### src/edge_pkg.sv
`default_nettype none

package edge_pkg;

    // ------------------------------
    // bus and word widths
    // ------------------------------
    localparam int BYTE_W = 8;              // sensor data bus
    localparam int PIX_W  = 16;             // one rgb565 pixel
    localparam int LUMA_W = 7;              // r+g+b, at most 31+63+31 = 125
    localparam int LB_W   = PIX_W + LUMA_W; // line buffer word {pixel, luma}

    // magnitude msbs that mark a strong edge
    localparam int EDGE_SEL_BITS = 2;

    // ------------------------------
    // payload types
    // ------------------------------
    typedef struct packed {
        logic [4:0] r;                      // red in the msbs
        logic [5:0] g;                      // green in the middle
        logic [4:0] b;                      // blue in the lsbs
    } pixel_t;

    typedef logic [LUMA_W-1:0] luma_t;      // luma sum or edge magnitude

endpackage

`default_nettype wire

### src/edge_filter3x3.sv
`default_nettype none

module edge_filter3x3 import edge_pkg::*; #(
    parameter int LINE_LEN = 480            // sizes the column index
) (
    input  wire logic                        clk,
    input  wire logic                        rst_n,
    input  wire logic                        vsync_i,
    input  wire logic                        col_de_i,
    input  wire logic [LB_W-1:0]             col_top_i,
    input  wire logic [LB_W-1:0]             col_mid_i,
    input  wire logic [LB_W-1:0]             col_bot_i,
    input  wire logic [$clog2(LINE_LEN)-1:0] col_idx_i,
    output logic                             pix_de_o,
    output pixel_t                           pix_o
);

    localparam int COL_W  = $clog2(LINE_LEN);
    localparam int SUM_W  = LUMA_W + 2;     // 1-2-1 sum, max 500
    localparam int GRAD_W = SUM_W + 1;      // signed difference

    // 1-2-1 weighted sum of three lumas
    function automatic logic [SUM_W-1:0] wsum(input luma_t a, input luma_t b, input luma_t c);
        wsum = SUM_W'(a) + SUM_W'({b, 1'b0}) + SUM_W'(c);
    endfunction

    // ------------------------------
    // incoming column split
    // ------------------------------
    luma_t  top_luma;                       // right column of window
    luma_t  mid_luma;
    luma_t  bot_luma;
    pixel_t mid_pix;

    assign top_luma = col_top_i[LUMA_W-1:0];
    assign mid_luma = col_mid_i[LUMA_W-1:0];
    assign bot_luma = col_bot_i[LUMA_W-1:0];
    assign mid_pix  = col_mid_i[LB_W-1:LUMA_W];

    luma_t  l_top;                          // left column
    luma_t  l_mid;
    luma_t  l_bot;
    luma_t  m_top;                          // middle column
    luma_t  m_mid;
    luma_t  m_bot;
    pixel_t m_pix;                          // centre pixel candidate
    logic   win_ok;                         // full 3x3 in this line

    logic signed [GRAD_W-1:0] gx_next;
    logic signed [GRAD_W-1:0] gy_next;

    assign win_ok  = col_de_i && (col_idx_i >= COL_W'(2));
    assign gx_next = $signed({1'b0, wsum(top_luma, mid_luma, bot_luma)})
                   - $signed({1'b0, wsum(l_top, l_mid, l_bot)});    // right minus left
    assign gy_next = $signed({1'b0, wsum(l_bot, m_bot, bot_luma)})
                   - $signed({1'b0, wsum(l_top, m_top, top_luma)}); // bottom minus top

    // column shift, advances on every beat
    always_ff @(posedge clk) begin
        if (col_de_i) begin
            l_top <= m_top;
            l_mid <= m_mid;
            l_bot <= m_bot;
            m_top <= top_luma;
            m_mid <= mid_luma;
            m_bot <= bot_luma;
            m_pix <= mid_pix;
        end
    end

    // ------------------------------
    // stage one, gradients
    // ------------------------------
    logic                     de1_q;
    logic signed [GRAD_W-1:0] gx_q;
    logic signed [GRAD_W-1:0] gy_q;
    pixel_t                   cen_q;        // centre at col_idx-1

    always_ff @(posedge clk) begin
        if (win_ok) begin
            gx_q  <= gx_next;
            gy_q  <= gy_next;
            cen_q <= m_pix;
        end
    end

    // stage two, magnitude and overlay
    logic [GRAD_W-1:0] abs_x;
    logic [GRAD_W-1:0] abs_y;
    logic [GRAD_W:0]   mag_sum;
    luma_t             mag;                 // saturated to 127
    logic              edge_hit;
    pixel_t            grey;

    assign abs_x    = gx_q[GRAD_W-1] ? GRAD_W'(-gx_q) : GRAD_W'(gx_q);
    assign abs_y    = gy_q[GRAD_W-1] ? GRAD_W'(-gy_q) : GRAD_W'(gy_q);
    assign mag_sum  = {1'b0, abs_x} + {1'b0, abs_y};
    assign mag      = (|mag_sum[GRAD_W:LUMA_W]) ? '1 : mag_sum[LUMA_W-1:0];
    assign edge_hit = |mag[LUMA_W-1 -: EDGE_SEL_BITS];
    assign grey     = {mag[LUMA_W-1 -: 5], mag[LUMA_W-1 -: 6], mag[LUMA_W-1 -: 5]};

    always_ff @(posedge clk) begin
        if (de1_q) begin
            pix_o <= edge_hit ? grey : cen_q;   // strong edge goes grey
        end
    end

    // valid pipeline
    always_ff @(posedge clk or negedge rst_n) begin
        if (!rst_n) begin
            de1_q    <= 1'b0;
            pix_de_o <= 1'b0;
        end else begin
            de1_q    <= win_ok && !vsync_i;
            pix_de_o <= de1_q && !vsync_i;
        end
    end

endmodule

`default_nettype wire

### config.mk
export PLATFORM = sky130hd
export DESIGN_NAME = edge_filter3x3
export DESIGN_NICKNAME = d
export VERILOG_FILES = /design/src/edge_pkg.sv /design/src/edge_filter3x3.sv
export SDC_FILE = /design/constraint.sdc
export NUM_CORES = 1
export LEC_CHECK = 0
export BUFFER_PORTS_ARGS = -buffer_cell sky130_fd_sc_hd__buf_2
export CAP_MARGIN = 30
export CORE_AREA = 2 2 135 170
export CTS_CLUSTER_DIAMETER = 50
export CTS_CLUSTER_SIZE = 20
export DETAILED_ROUTE_END_ITERATION = 10
export DIE_AREA = 0 0 137 172
export SLEW_MARGIN = 20
export SYNTH_ARGS = -nofsm -noshare
export SYNTH_HDL_FRONTEND = slang
export SYNTH_SLANG_ARGS = --single-unit
### constraint.sdc
create_clock -name clk -period 5.33 [get_ports clk]
set_clock_uncertainty 0.2 [all_clocks]
set_input_delay 0.7995 -clock clk [delete_from_list [all_inputs] [get_ports clk]]
set_output_delay 0.7995 -clock clk [all_outputs]
set_load 0.01 [all_outputs]
==> results.txt <==
DRT antenna net count: 0
GRT Max-Usage Layer: met2
Clock Path Buffers: 2
chip height: 172 um
fill count: 2186
Min-Delay Path Class: register to register
Tmin final: 4.111 ns
Cell Rows: 61
post-synthesis mux area share: 0.1536%
Pwr Total: 5.188 mW
FF/Latch Area: 3353 um2
fraction of layout cells with a size suffix above 1: 15.92%
slowest library cell on the worst path: fa_1
endpoint class of the critical path: register
H-tree level count: 3
period utilization: 77.12%
met1 GRT Util: 11.76%
postcts setup bufs: 0
actual slew at the worst max-slew pin: 0.6304 ns
met2 Use GR: 18.56%
vias in the first global route: 4075
final setup fails: 0
Slew HR: 57.97%
via count: 3694
post_cts resized: 0
critical path type: input port to register
post-synthesis sequential area ratio: 51.45%
GRT overflow: 0
diode count: 0
Distinct cells, synth: 42
Initial Util: 29.65%
leading area contributor after synthesis: edfxtp_1
post-synthesis simple-gate area fraction: 6.047%
status: complete, no violations
vias per inst: 4.290
Leakage: 3.175 nW
Compound-Gate Fraction of Synth Area: 7.967%
area of the core: 21980 um2
placed insts: 844
adder-cell share of the synthesized area: 23.23%
Gate Count Post-Synth: 499
worst hold path depth: 0
Main synth FF type: edfxtp_1
multi-input logic area: 2711 um2
met3 usage: 3.166%
clk sinks: 112
Hold Vio Cnt, Final: 0
Root Driver: clkbuf_16
first-pass GRT wire length: 18930 um
Worst Path Required: 5.24 ns
RSZ-0062 raised after global routing: no
Final nets: 743
total I/O pin count: 99
synth warn: 0
Finished Layout Cells: 861
Max VDD drop: 0.6253 mV
CTS tree: built
DR DRC count: 0
max frequency: 243.3 MHz
delay of the slowest critical-path stage: 0.59 ns
RD Place Congestion: 0.7608
initial antenna violation count: 0
drt first pass iters: 6
syn avg cell area: 13.06 um2
Die Wd: 137 um
initial drt markers: 137
main combinational cell family by area after synthesis: adder cells
CTS Buf Count: 9
pwr/cell area: 691.8 nW/um2
hpwl dp: 8570 um
CP Cell Sequence: buf_2 -> inv_1 -> fa_1 -> inv_1 -> fa_1 -> inv_1 -> fa_1 -> inv_1 -> ha_1 -> a21o_1 -> a21oi_1 -> o21ai_0 -> o41ai_1 -> xnor2_1
critical-path maximum fanout: 2
CP Data Arrival Time: 4.02 ns
R2R depth: 12
worst skew pair latency: 0.36 ns
DRT Wirelength: 11170 um
Area contributors post-synth: edfxtp_1 (51%), fa_1 (17%), inv_1 (6.6%), ha_1 (6.3%), xnor2_1 (3.1%)
DR WL/cell: 12.98 um
EDFF count, synth: 110
syn_nets: 669
largest net degree at the start of global routing: 38
# port buffers: 65
CP dominant cell by count: inv_1
Area Overhead vs Synth: 15.05%
Syn Std Cell Area: 6518 um2
clock slew at reported path FFs: 0.08 ns
Post-synth ARST share: 1.786%
Post-Synth XOR/XNOR Area: 4.031%
die area: 23560 um2
FF+latch count, synth: 112
global-route usage over all layers: 10.43%
startpoint types: input port
Synth top area share: 50.68%
Final Max Tran Viols: 0
maximum capacitance violations: 0
setup TNS: 0 ns
==> cell usage in the layout, fill, tap and decap left out, types with 3 or more instances in the layout <==
| cell type | synthesis | routed |
|---|---|---|
| nor3_1 | 5 | 5 |
| nand2_1 | 28 | 28 |
| ha_1 | 33 | 33 |
| o41ai_1 | 3 | 3 |
| nand4_1 | 7 | 7 |
| a31oi_1 | 3 | 3 |
| buf_2 | 2 | 65 |
| nor4_1 | 3 | 3 |
| a311o_1 | 10 | 10 |
| xnor2_1 | 23 | 23 |
| o21ai_0 | 15 | 15 |
| nor2_1 | 14 | 14 |
| xor2_1 | 7 | 7 |
| a21boi_0 | 4 | 3 |
| fa_1 | 55 | 55 |
| a21o_1 | 10 | 10 |
| edfxtp_1 | 110 | 110 |
| a21oi_1 | 9 | 9 |
| inv_6 | 0 | 3 |
| clkbuf_16 | 0 | 9 |
| nand3_1 | 3 | 3 |
| buf_4 | 0 | 4 |
| o31ai_1 | 4 | 4 |
| nor2b_1 | 4 | 4 |
| nand2b_1 | 6 | 6 |
| inv_1 | 114 | 114 |
==> per-layer routing <==
| layer | routed length (um) | vias up |
|---|---|---|
| li1 | - | 1827 |
| met2 | 5763 | 57 |
| met4 | 171 | 0 |
| met1 | 4775 | 1798 |
| met5 | 0 | - |
| met3 | 463 | 12 |
==> state kept, by name, summed over array words and instances, names as in the netlist <==
signal / cells
cen_q: 16
m_pix: 16
pix_o: 16
gx_q: 10
gy_q: 10
l_bot: 7
l_mid: 7
l_top: 7
m_bot: 7
m_mid: 7
m_top: 7
de1_q: 1
pix_de_o: 1
==> final timing paths <==
path | slack [ns] | end | startpoint
setup / recovery | 1.22 | gx_q[8] | col_top_i[2]
hold / removal | 0.21 | l_mid[1] | m_mid[1]
setup reg to reg | 1.38 | gy_q[8] | l_top[2]
hold reg to reg | 0.21 | l_mid[1] | m_mid[1]
max in group asynchronous | 4.30 | de1_q | rst_n
min in group asynchronous | 0.54 | pix_de_o | rst_n
==> worst max-delay path: cells and delay by family <==
family                     cells  cell delay, ns
adders and majority gates      4            1.88
AOI/OAI and AO/OA              4            0.89
buffers and inverters          5            0.33
xor gates and xnor gates       1            0.11
==> power by group <==
| group | internal, mW | total, mW | switching, mW |
|---|---|---|---|
| clock | 0.331 | 0.676 | 0.345 |
| sequential | 1.28 | 1.37 | 0.0988 |
| combinational | 1.27 | 3.14 | 1.87 |
| total | 2.87 | 5.19 | 2.31 |
==> synth_stat cells, types with 4 or more instances <==
| cell type | n |
|---|---|
| nor2b_1 | 4 |
| nand2b_1 | 6 |
| xor2_1 | 7 |
| edfxtp_1 | 110 |
| nand4_1 | 7 |
| xnor2_1 | 23 |
| a21oi_1 | 9 |
| fa_1 | 55 |
| nor2_1 | 14 |
| o21ai_0 | 15 |
| ha_1 | 33 |
| nor3_1 | 5 |
| a21o_1 | 10 |
| nand2_1 | 28 |
| clkbuf_1 | 4 |
| o31ai_1 | 4 |
| inv_1 | 114 |
| a311o_1 | 10 |
| a21boi_0 | 4 |
==> layout make-up <==
cell class	instances	area share, %
clock buffers	10	3.054
clock inverters	6	0.7676
inverters	114	5.707
multi-input cells	266	36.16
flip-flops and latches	112	44.72
well taps	283	4.722
repair buffers	70	4.872
==> kinds of logic after synthesis <==
logic type / after synthesis
flip-flops: 112
buffers and inverters: 121
AND/OR/NAND/NOR: 78
multiplexers: 1
XOR/XNOR: 30
AO/OA/AOI/OAI: 69
adder cells (fa/ha/maj): 88
==> stage by stage <==
stage               area (um2)  setup WS (ns)  utilization [%]  hold slack, ns
floorplan                 6518          1.115                -          0.2003
global placement          7202         0.8270            32.76          0.2018
detailed placement        7202         0.7838            32.76          0.2052
CTS                       7498          1.195            34.11          0.2128
global route              7498         0.9591            34.11          0.2295
finish                    7498          1.219            34.11          0.2080
==> what timing repair did <==
action                                 4_1_cts  5_1_grt
setup endpoints to repair                    0        0
hold buffers                                 1        0
endpoints found under the hold margin        2        0
Note: power is estimated with default switching activity, not from simulation.
